===== src/rv_isa_pkg.sv =====
`default_nettype none

package rv_isa_pkg;

	// Major opcodes of the supported RV32I subset
	typedef enum logic [6:0] {
		OP_R      = 7'b0110011, // Register-register ALU
		OP_IMM    = 7'b0010011, // Register-immediate ALU
		OP_LOAD   = 7'b0000011,
		OP_STORE  = 7'b0100011,
		OP_BRANCH = 7'b1100011,
		OP_LUI    = 7'b0110111
	} opcode_e;

	// Immediate layouts in the instruction word
	typedef enum logic [1:0] {
		IMM_I = 2'd0,
		IMM_S = 2'd1,
		IMM_B = 2'd2,
		IMM_U = 2'd3
	} imm_fmt_e;

	// funct3 for ALU operations
	localparam logic [2:0] F3_ADD  = 3'b000; // ADD, SUB, ADDI
	localparam logic [2:0] F3_SLL  = 3'b001;
	localparam logic [2:0] F3_SLT  = 3'b010;
	localparam logic [2:0] F3_SLTU = 3'b011;
	localparam logic [2:0] F3_XOR  = 3'b100;
	localparam logic [2:0] F3_SR   = 3'b101; // SRL and SRA share this
	localparam logic [2:0] F3_OR   = 3'b110;
	localparam logic [2:0] F3_AND  = 3'b111;

	// funct3 for branches
	localparam logic [2:0] F3_BEQ = 3'b000;
	localparam logic [2:0] F3_BNE = 3'b001;

	localparam logic [6:0] F7_ALT = 7'b0100000; // Selects SUB or SRA

endpackage

`default_nettype wire


===== src/pc_unit.sv =====
`timescale 1ns/1ps
`default_nettype none

module pc_unit #(
	parameter int XLEN = 32
) (
	input  logic            clk,
	input  logic            arst_n,
	input  logic            branch,
	input  logic            zero,
	input  logic [2:0]      funct3,
	input  logic [XLEN-1:0] imm,
	output logic [XLEN-1:0] pc
);
	import rv_isa_pkg::*;

	logic            taken;
	logic [XLEN-1:0] pc_next;

	// Zero flag comes from rs1 - rs2
	assign taken = branch && (((funct3 == F3_BEQ) && zero) || ((funct3 == F3_BNE) && !zero));

	assign pc_next = taken ? (pc + imm) : (pc + XLEN'(4));

	always_ff @(posedge clk or negedge arst_n) begin
		if (!arst_n) begin
			pc <= '0;
		end else begin
			pc <= pc_next;
		end
	end

endmodule

`default_nettype wire


===== config.mk =====
export PLATFORM = sky130hd
export DESIGN_NAME = pc_unit
export DESIGN_NICKNAME = d
export VERILOG_FILES = /design/src/rv_isa_pkg.sv /design/src/pc_unit.sv
export SDC_FILE = /design/constraint.sdc
export NUM_CORES = 1
export LEC_CHECK = 0
export BUFFER_PORTS_ARGS = -buffer_cell sky130_fd_sc_hd__buf_2
export CAP_MARGIN = 15
export CORE_MARGIN = 2
export CORE_UTILIZATION = 40
export DETAILED_ROUTE_END_ITERATION = 6
export GPL_TIMING_DRIVEN = 1
export SKIP_LAST_GASP = 1
export SYNTH_ARGS = -nofsm -noshare
export SYNTH_HDL_FRONTEND = slang
export SYNTH_SLANG_ARGS = --single-unit

===== constraint.sdc =====
create_clock -name clk -period 2.7 [get_ports clk]
set_clock_uncertainty 0.2 [all_clocks]
set_input_delay 0.135 -clock clk [delete_from_list [all_inputs] [get_ports clk]]
set_output_delay 0.135 -clock clk [all_outputs]
set_load 0.005 [all_outputs]

# After elaboration in Yosys (flattened, before gate mapping)

Index checks and enable logic that the tools add are counted.
Widths: inputs -> output; s select.

Equality and inequality tests: 1
$mul: 0
Shift operators: 0
Mux-type cells: 1
Reduce and logical (&&, ||, !) cells: 6
Divide/modulo/power cells: 0
Order comparisons: 0
Bitwise logic cells: 0
Add/subtract/negate cells: 2

Operators by type and width:

| operator              | number |
|---|---|
| $add 32x3->32 const B | 1 |
| $add 32x32->32        | 1 |
| $mux 32               | 1 |
| $eq 3x1->1 const B    | 1 |
| $logic_and 1x1->1     | 3 |
| $logic_not 3->1       | 1 |
| $logic_not 1->1       | 1 |
| $logic_or 1x1->1      | 1 |

Memory bits (writable): 0
ROM bits: 0
Output and inout port bits: 32
Word-level logic and storage cells: 11
Bits in latches: 0
Input bits: 39
Register bits: 32
Memories kept: 0

# Logic depth before layout (Yosys ltp)

Gate-level depths: netlist (run 1).

Depth after elaboration: 5
Gate-level depth with buffers: 10
Depth with buffers taken out: 10

# Worst setup path after synthesis (run 1)

OpenSTA, ideal clock, no wires.

Path kind: register -> register
Start: reg pc[0]
End: reg pc[28]
Data arrival time: 2.377 ns
Setup time: 0.126 ns
Period minus slack after synthesis: 2.702 ns
Slack: -0.002 ns
Cell stages (with the launch flop): 11
Buffers on the path: 0
Required time: 2.374 ns
Cells stage by stage: dfrtp_1 -> ha_1 -> inv_1 -> fa_1 -> nor2b_1 -> o31ai_1 -> a2bb2oi_2 -> a311oi_2 -> o41ai_2 -> a41oi_1 -> o311a_1

Longest elaborated chain between the ends: 2
Elaborated cells between the ends (all ways): 3
Classes of those cells: 2 x add/sub; 1 x mux

RTL lines:

| item                                            | RTL line      | text |
|---|---|---|
| start: declaration                              | pc_unit.sv:13 | `output logic [XLEN-1:0] pc` |
| start signal: assignment                        | pc_unit.sv:29 | `pc <= pc_next;` |
| $add 32x3->32 or $add 32x32->32 (tied branches) | pc_unit.sv:23 | `assign pc_next = taken ? (pc + imm) : (pc + XLEN'(4));` |
| $mux 32 (*)                                     | pc_unit.sv:23 |  |
| net pc_next[28]                                 | pc_unit.sv:18 | `logic [XLEN-1:0] pc_next;` |

The timed path passes the listed nets; every way through them passes the cells marked *.

# Worst setup path in the final report (run 1)

Start: reg pc[7]
End: reg pc[30]

The elaborated chain is that of the path after synthesis.

==> run summary, run 1 <==
For this run, the register share of the synthesized area comes to between 20% and 30%. The clock-pin slew on the worst setup and hold paths is around 0.07 ns. The largest registers in the layout are pc: 32 flops.

For this run, asynchronously set or reset flops after synthesis account for 100.0%. The detailed router's first-iteration violation count is ~130. In this run the deepest clock path goes through 2 buffers. The hold violation count in the final report came out at 0. The worst-case register-to-register setup slack came out at ~0.084 ns. The first detailed-routing pass ran for 4 iterations.

The count of max-cap constraint violations is 0. The net switching power came out at approximately 0.0024 W. The HPWL after detailed placement is 7833 µm. The final period demand of the worst path is 2.616 ns. The deepest level of the CTS H-tree came out at 2. The part of the total power dissipated in the clock network came out at 7.0%. The cell type with the highest aggregate area in the netlist is dfrtp_1. The headroom to the max-slew limit came out at between 40% and 50%. After layout, the worst path uses between 90% and 100% of the clock period. The critical path start-end classification is reg2reg. In the post-synthesis netlist, the biggest area contributors are dfrtp_1 (23%), ha_1 (12%), xnor2_1 (7.9%), nand2_1 (6.7%), o21ai_0 (5.4%).

The cell chosen for the clock root is clkbuf_8. The initial utilization of the core area, before any placement, comes to roughly two fifths. The clock sink count came out at 32. The die footprint is between 9000 and 10,000 µm². The global-route wire length before repair came out at between 15,000 and 20,000 µm.

In the synthesized netlist, the cells that appear most often are nand2_1 (61), o21ai_0 (37), a21oi_1 (36). The met3 layer wire length in the routed design is a little under 400 µm. The detailed-route wire length on metal 1 is between 4000 and 5000 µm. The fraction of layout cells with a size suffix above 1 is 27.32%. The synthesized instance count is 434. The internal portion of the total power is ~0.0026 W. The register containing the most flip-flops in the final layout is pc. The count of nets left with antenna violations once routing finished came out at 0. The wire length reported by the detailed router came out at roughly 9900 µm. The cell area after layout is about 4400 µm². The final core area utilization is about 53%.

The count of distinct cell types in the synthesized netlist came out at 56. The worst reg-to-reg path cell count came out at 8. The number of synthesized flops with an enable pin came out at 0.

The initial antenna violation count is 0. The critical path endpoint category is a flip-flop. The run finished with clean final reports. In this run the critical register-to-register path is launched from pc[7]$_DFF_PN0_. The setup-violating endpoint count in the final report came out at 0. The placed standard-cell area came out at roughly 4200 µm². The most used flip-flop cell after synthesis is dfrtp_1. The fraction of post-synthesis cell area in the top cell type by area is a little under a quarter. The total overflow left after global routing is 0.

In this run, flip-flops and latches consume between 10% and 20% of the power. The proportion of total power due to net switching came out at 47.16%. The total nets after synthesis came out at between 500 and 600.

In this run the tool buffered the top-level ports with 70 buffer cells. Dividing the detail-routed wire length by the instance count gives between 15 and 20 µm. The number of global-route vias before repair came out at around 3,400.

The area growth from synthesis to layout came out at 27.04%. STA puts the critical path data arrival time at 2.59 ns. The routed via count is around 3,500. The width of the die came out at ~97 µm. The netlist area before placement is 3425 µm². The worst hold path belongs to the class in2reg. The clock latency of the later-clocked register in the worst-skew pair is 0.29 ns. The endpoint of the worst setup timing path is pc[30]$_DFF_PN0_. IR analysis of the VDD net gives a maximum drop of roughly 0.53 mV.

Tracing the worst setup path back leads to its startpoint at pc[7]$_DFF_PN0_. The synthesized design contains 32 register bits. The total power after layout is 0.005010 W. The final weighted congestion in routability-driven placement is approximately 0.91.

The met2 wire length came out at approximately 4600 µm. The clock tree from TritonCTS is yes. In this run the worst path has a maximum fanout of 5. The combinational fraction of design power came out at between 70% and 80%. The startpoint type of the worst setup path is a flip-flop. The area of the core region came out at about 8300 µm².

The number of flip-flops in the largest register is 32. Using the TritonRoute via totals, the vias-per-cell ratio works out to approximately 5.5. The worst-margin pin slew is 0.8066 ns.

The overall track demand over capacity in global routing came out at a little over a fifth. Yosys printed 0 warnings. In this run the count of I/O pins placed on the die edge is between 70 and 80.

The initialized floorplan defines 33 standard-cell rows. The standby leakage power came out at approximately 2 nW. The required time at the endpoint of the critical path is roughly 2.7 ns. The largest net degree at the start of global routing is 33. The number of antenna diodes in the final layout is 0.

The maximum achievable frequency is around 380 MHz. The total clock buffers created by CTS is 5. Setup repair after global routing could not meet its margin everywhere. The post-synthesis area per instance is slightly below 8 µm². For this run, design rule violations remaining after detail routing come to 0. Signal routing reaches up to met4.

nand2_1 is the most common cell in the netlist. The floorplan step set the die height to ~97 µm. The final net count came out at 612. The endpoint identified for the worst register-to-register timing path is pc[30]$_DFF_PN0_.

The max-slew violation count came to 0. The total power per unit cell area came out at roughly 1200 nW/µm².
[repair_timing]
action / in CTS / in global routing
gates resized for setup: 3 / 12
gates cloned: 0 / 0
hold buffers: 2 / 0
buffers inserted: 1 / 1
endpoints found under the hold margin: 33 / 0
endpoints found under the setup margin: 7 / 13
pin swaps: 0 / 2
[layout by cell type, fill, tap and decap left out, types with 2 or more instances in the layout]
cell and count:
o41ai_2 2, o211ai_1 3, o21bai_1 5, o31ai_2 2
mux2i_1 3, and4_1 4, nor3_1 10, nand4_1 12
nor2b_1 2, o21ai_0 37, nand3_1 15, xnor2_1 31
and3_1 7, a31oi_1 2, a211oi_1 2, or3_1 3
buf_4 46, ha_1 27, a211o_1 2, or4_4 2
xor2_1 21, o21a_1 6, nor2_1 31, inv_1 10
a21oi_1 35, buf_2 70, ha_4 3, nand2_1 61
dfrtp_1 32, clkbuf_8 5, dlygate4sd3_1 2, a31o_2 2
ha_2 2, a21o_1 11
[how the worst min path moves through the flow]
stage	start	endpoint	slack, ns	cells past startpoint
2_1_floorplan	arst_n	pc[0]$_DFFE_PN0P_	-0.36	0
3_3_place_gp	arst_n	pc[15]$_DFF_PN0_	0.08	1
3_5_place_dp	arst_n	pc[15]$_DFF_PN0_	0.07	1
4_1_cts	imm[1]	pc[1]$_DFFE_PN0P_	0.11	4
5_1_grt	imm[2]	pc[2]$_DFF_PN0_	0.18	5
6_report	imm[2]	pc[2]$_DFF_PN0_	0.14	5
[power groups by stage]
stage / combinational [W] / sequential, W / clock [W]
detailed placement: 0.00352 / 0.000957 / 0
floorplan: 0.00219 / 0.00103 / 0
finish: 0.00370 / 0.000957 / 0.000351
global placement: 0.00350 / 0.000943 / 0
CTS: 0.00359 / 0.000950 / 0.000360
global route: 0.00413 / 0.000999 / 0.000382
[final cells by class]
type                    instances  area [µm²]
fillers                       847        3908
multi-input cells             373        2596
flip-flops and latches         32       800.8
repair buffers                118       715.7
well taps                     105       131.4
clock buffers                   5       68.82
inverters                      10       37.54
[critical path: stages (launching register included)]
cell and delay, ns:
dfrtp_1 0.38, ha_1 0.33, a2111oi_4 0.37, buf_4 0.16, a2bb2oi_2 0.07, a211o_1 0.36, o2111ai_1 0.30, nand3_1 0.12
a31o_1 0.22
[layer usage]
metal	GRT usage, %	vias up
met3	2.793	12
met5	0	-
met1	29.87	1659
li1	-	1789
met2	36.81	62
met4	5.751	0
[through the flow]
| stage | setup WS, ns | TNS [ns] | hold WS [ns] | instances |
|---|---|---|---|---|
| detailed placement | -0.09616 | -0.2848 | 0.07402 | 634 |
| global placement | -0.005486 | -0.005486 | 0.07538 | 634 |
| floorplan | -0.002493 | -0.002493 | -0.3606 | 434 |
| CTS | 0.0003524 | 0 | 0.1079 | 642 |
| global route | -0.1377 | -0.2428 | 0.1817 | 643 |
| finish | 0.08364 | 0 | 0.1425 | 643 |
[cells by family (layout without fill, tap and decap cells)]
logic type,Yosys count,after routing,share of synthesized area [%]
multiplexers,3,3,0.8769
flip-flops,32,32,23.38
XOR/XNOR,52,52,13.30
AO/OA/AOI/OAI,129,129,24.81
buffers and inverters,29,133,3.325
adder cells (fa/ha/maj),33,33,12.28
AND/OR/NAND/NOR,156,156,22.03
Power figures use the tool's default switching activity.
==> run 2, diff against run 1 <==
Settings changed: ABC_AREA set to 1.
==> run 2 against run 1 <==
  * Sequential power grew 9.7%
  * Global-route usage grew 6.6 points
  * Critical endpoint is now pc[20]$_DFF_PN0_
  * Die area grew 25%
  * Clock-buffer cell count is the same
  * Setup slack gained 0.065 ns
  * Final area grew 16%
  * Synthesized area grew 26%
  * Wire length grew 60%
==> run summary, run 2 <==
Together, buffers and inverters on the worst path number 4. The standby leakage power came out at between 2 and 3 nW. The logic depth of the worst path, buffers included came out at 15. The run finished with clean final reports. The number of rows created at floorplan is 37.

The final period demand of the worst path came out at between 2 and 3 ns. The area of the core region is between 10,000 and 15,000 µm². The die covers between 10,000 and 15,000 µm². The total clock buffers created by CTS came out at 5.

The sequential cell area fraction in the yosys report came out at between 10% and 20%. Counting flops and latches in the post-synthesis netlist gives 32. The worst register-to-register path ends at pc[20]$_DFF_PN0_. The fraction of post-synthesis cell area in the top cell type by area is between 20% and 30%. Setup violations remaining at the end of the flow were counted as 0. The buffers inserted during post-CTS setup optimization came out at 0. The filler-free cell count of the finished design is between 900 and 1,000. The final net count came out at about 920. The headroom to the max-slew limit is about two fifths. The worst register-to-register path has a setup slack of around 0.18 ns.

The global-route wire length before repair is 24,970 µm. The arrival time reported for the critical path endpoint came out at ~2.6 ns. The largest net degree at the start of global routing came out at 37. The most frequent standard cell in the layout excluding fill and tap cells is nand2_1.

The average instance in the mapped netlist occupies about 5.7 µm². The final core area utilization came out at 48.50%. The critical path start-end classification is in2reg. Clock latency on the worst-skew pair, taken at its later pin, is around 0.33 ns.

The total power per unit cell area came out at approximately 1100 nW/µm². The path class of the tightest hold or removal check is in2reg. The max-slew violation count is 0. Routability-driven placement finished with a final weighted congestion of roughly 0.96. In this run, synthesis inferred 0 flip-flops with an integrated enable. Setup repair after global routing left no endpoint under its margin. Along the worst hold path, the cell count comes to 4.

The detailed-placement wirelength estimate is 12,910 µm. In this design, the critical path's most frequently occurring cell is nand2_1. After global routing the overflow that remains totals 0. The signal on the critical path passes through dlygate4sd3_1, buf_2, ha_1, inv_1, fa_1, inv_1, nand3_1, nand3_2, nand3_1, nand3_2, nand2_1, nand2_1, nand2_1, nand3_1, nand2_1.

The share of synthesized flip-flops with an asynchronous set or reset is 100.0%. Grouping stages by cell kind, the critical path spends the most delay in simple AND/OR/NAND/NOR gates. The cell count after placement is approximately 980. The worst-case hold path end point is pc[1]$_DFFE_PN0P_. The fraction of layout cells with a size suffix above 1 is 14.34%. The die boundary height is approximately 110 µm. The maximum fanout along the worst path came out at 4. Summed over all instances, the cell type with the most area after synthesis is nand2_1. The worst register-to-register path begins at pc[0]$_DFFE_PN0P_. The cell area that synthesis handed to floorplanning was 4314 µm². The top cell types in the final layout, fill and taps aside, are nand2_1 (312), inv_1 (128), buf_2 (70), nor2_1 (63), nand3_1 (43). The number of global-route vias before repair came to approximately 4,800. The clock-pin slew on the worst setup and hold paths is around 0.080 ns.

Across the VDD grid, the largest voltage drop is 0.5370 mV. The count of distinct cell types in the synthesized netlist is 34. For the worst flop-to-flop path, the logic depth is 13.

The synthesized instance count is roughly 760. The worst setup path is launched from an input pin. The average wire per standard cell came out at approximately 16 µm. By area the synthesized netlist is led by nand2_1 (27%), dfrtp_1 (19%), inv_1 (11%), ha_1 (9.3%), nor2_1 (5.5%). The final routed DRC violation total is 0. The count of max-cap constraint violations came out at 0. The ratio of routed vias to standard cells is roughly 5.1.

The wire length reported by the detailed router is 15,790 µm. Of the available clock period, the critical path in the final layout requires roughly 94%. Synthesis produced a netlist with a net count of 833. The die is approximately 110 µm wide. The root buffer cell chosen for the clock tree is clkbuf_8. The hold violation count in the final report is 0.

The count of TritonRoute iterations in the first routing pass came out at 5. The clock sink count came out at 32. The detailed router's first-iteration violation count is 420. The clock tree from TritonCTS is yes. The post-detailed-route count of antenna-violating nets came out at 0. The most used flip-flop cell after synthesis is dfrtp_1. In the final timing run, aggregate negative setup slack is 0 ns. The overall track demand over capacity in global routing came out at 28.57%. The I/O pin count is just over 70. 0 antenna diodes ended up in the layout. The longest clock path from root to sink contains 2 buffers. The number of flip-flops in the largest register is 32. The delay of the slowest cell on the worst path is roughly 0.52 ns. The number of port buffers came out at 70. The slowest stage of the critical path is the dlygate4sd3_1 cell. The count of warnings emitted by yosys is 0. The initial antenna violation count came to 0. The register containing the most flip-flops in the final layout is pc. The routed via count is roughly 5,000.

The startpoint identified for the worst hold timing path is imm[1]. Among all cell types in the netlist, the one instantiated most often is nand2_1. The largest registers in the layout are pc: 32 flops. The maximum achievable frequency came out at ~390 MHz. The deepest level of the CTS H-tree came out at 2. Counting instances in the post-synthesis netlist gives the leading cell types as nand2_1 (312), inv_1 (128), nor2_1 (63). The initial utilization of the core area, before any placement, comes to roughly two fifths. The area growth from synthesis to layout came out at 17.11%. STA puts the critical path data required time at around 2.7 ns. The critical path endpoint category is a flip-flop. The worst-margin pin slew came out at between 0.8 and 0.9 ns.
==> run 2: cell count changes after synthesis, moves of 16 or more <==
cell,before,now
o21ai_0,37,21
xnor2_1,31,9
nand3_1,15,45
nand2_1,61,312
nor2_1,31,63
inv_1,10,128
==> run 2: final cells by class <==
class / instances / area, µm²
clock buffers: 5 / 68.82
clock inverters: 3 / 18.77
fillers: 1154 / 5364
inverters: 133 / 499.2
multi-input cells: 589 / 2994
flip-flops and latches: 32 / 800.8
well taps: 136 / 170.2
repair buffers: 89 / 500.5
==> run 2: worst max path at each step <==
| stage | start | endpoint | slack, ns |
|---|---|---|---|
| 3_3_place_gp | pc[0]$_DFFE_PN0P_ | pc[20]$_DFF_PN0_ | 0.07 |
| 6_report | imm[0] | pc[20]$_DFF_PN0_ | 0.15 |
| 5_1_grt | imm[0] | pc[20]$_DFF_PN0_ | 0.05 |
| 3_5_place_dp | pc[0]$_DFFE_PN0P_ | pc[20]$_DFF_PN0_ | 0.13 |
| 2_1_floorplan | pc[0]$_DFFE_PN0P_ | pc[28]$_DFF_PN0_ | 0.68 |
| 4_1_cts | imm[0] | pc[20]$_DFF_PN0_ | 0.09 |
==> run 2: cell families (layout without fill, tap and decap cells) <==
kind of cell             Yosys count  count (layout)  synth area share [%]
AO/OA/AOI/OAI                     61              61                 7.657
XOR/XNOR                          26              26                 5.278
adder cells (fa/ha/maj)           33              33                 9.745
buffers and inverters            140             230                 12.47
flip-flops                        32              32                 18.56
AND/OR/NAND/NOR                  469             469                 46.29
==> run 2: per-layer routing <==
metal  track usage [%]  share of wire (%)
met1             39.88                 47
met2             44.61                 44
met3             5.569                6.4
met4             8.242                1.8
met5                 0                  0
==> run 2: what timing repair did <==
action                     in CTS  in global routing
hold buffers                    3                  0
setup endpoints to repair       0                  4
hold endpoints to repair       34                  0
gates resized for setup         0                  2
==> run 2: report_power, final <==
part | internal [W] | switching, W | total, W | leakage [nW]
logic | 0.00138 | 0.00247 | 0.00384 | 2.52
registers | 0.000710 | 0.000339 | 0.00105 | 0.392
clock network | 0.000180 | 0.000251 | 0.000432 | 0.0479
total | 0.00227 | 0.00306 | 0.00532 | 2.96
==> run 2: worst reg2reg max path: stages, from the launching register on <==
cell,delay [ns]
dfrtp_1,0.37
ha_1,0.27
inv_1,0.08
fa_1,0.39
inv_1,0.17
nand3_1,0.11
nand3_2,0.14
nand3_1,0.11
nand3_2,0.13
nand2_1,0.10
nand2_1,0.07
nand2_1,0.05
nand3_1,0.15
nand2_1,0.07
==> run 2: per-stage QoR <==
stage	instance area [µm²]	worst slack [ns]	hold slack (ns)	power, W
global route	5052	0.04706	0.1051	0.005849
CTS	5042	0.09178	0.06850	0.005257
global placement	4925	0.06869	0.1047	0.004790
finish	5052	0.1487	0.07014	0.005324
floorplan	4314	0.6830	-0.3606	0.003433
detailed placement	4925	0.1315	0.1068	0.004804
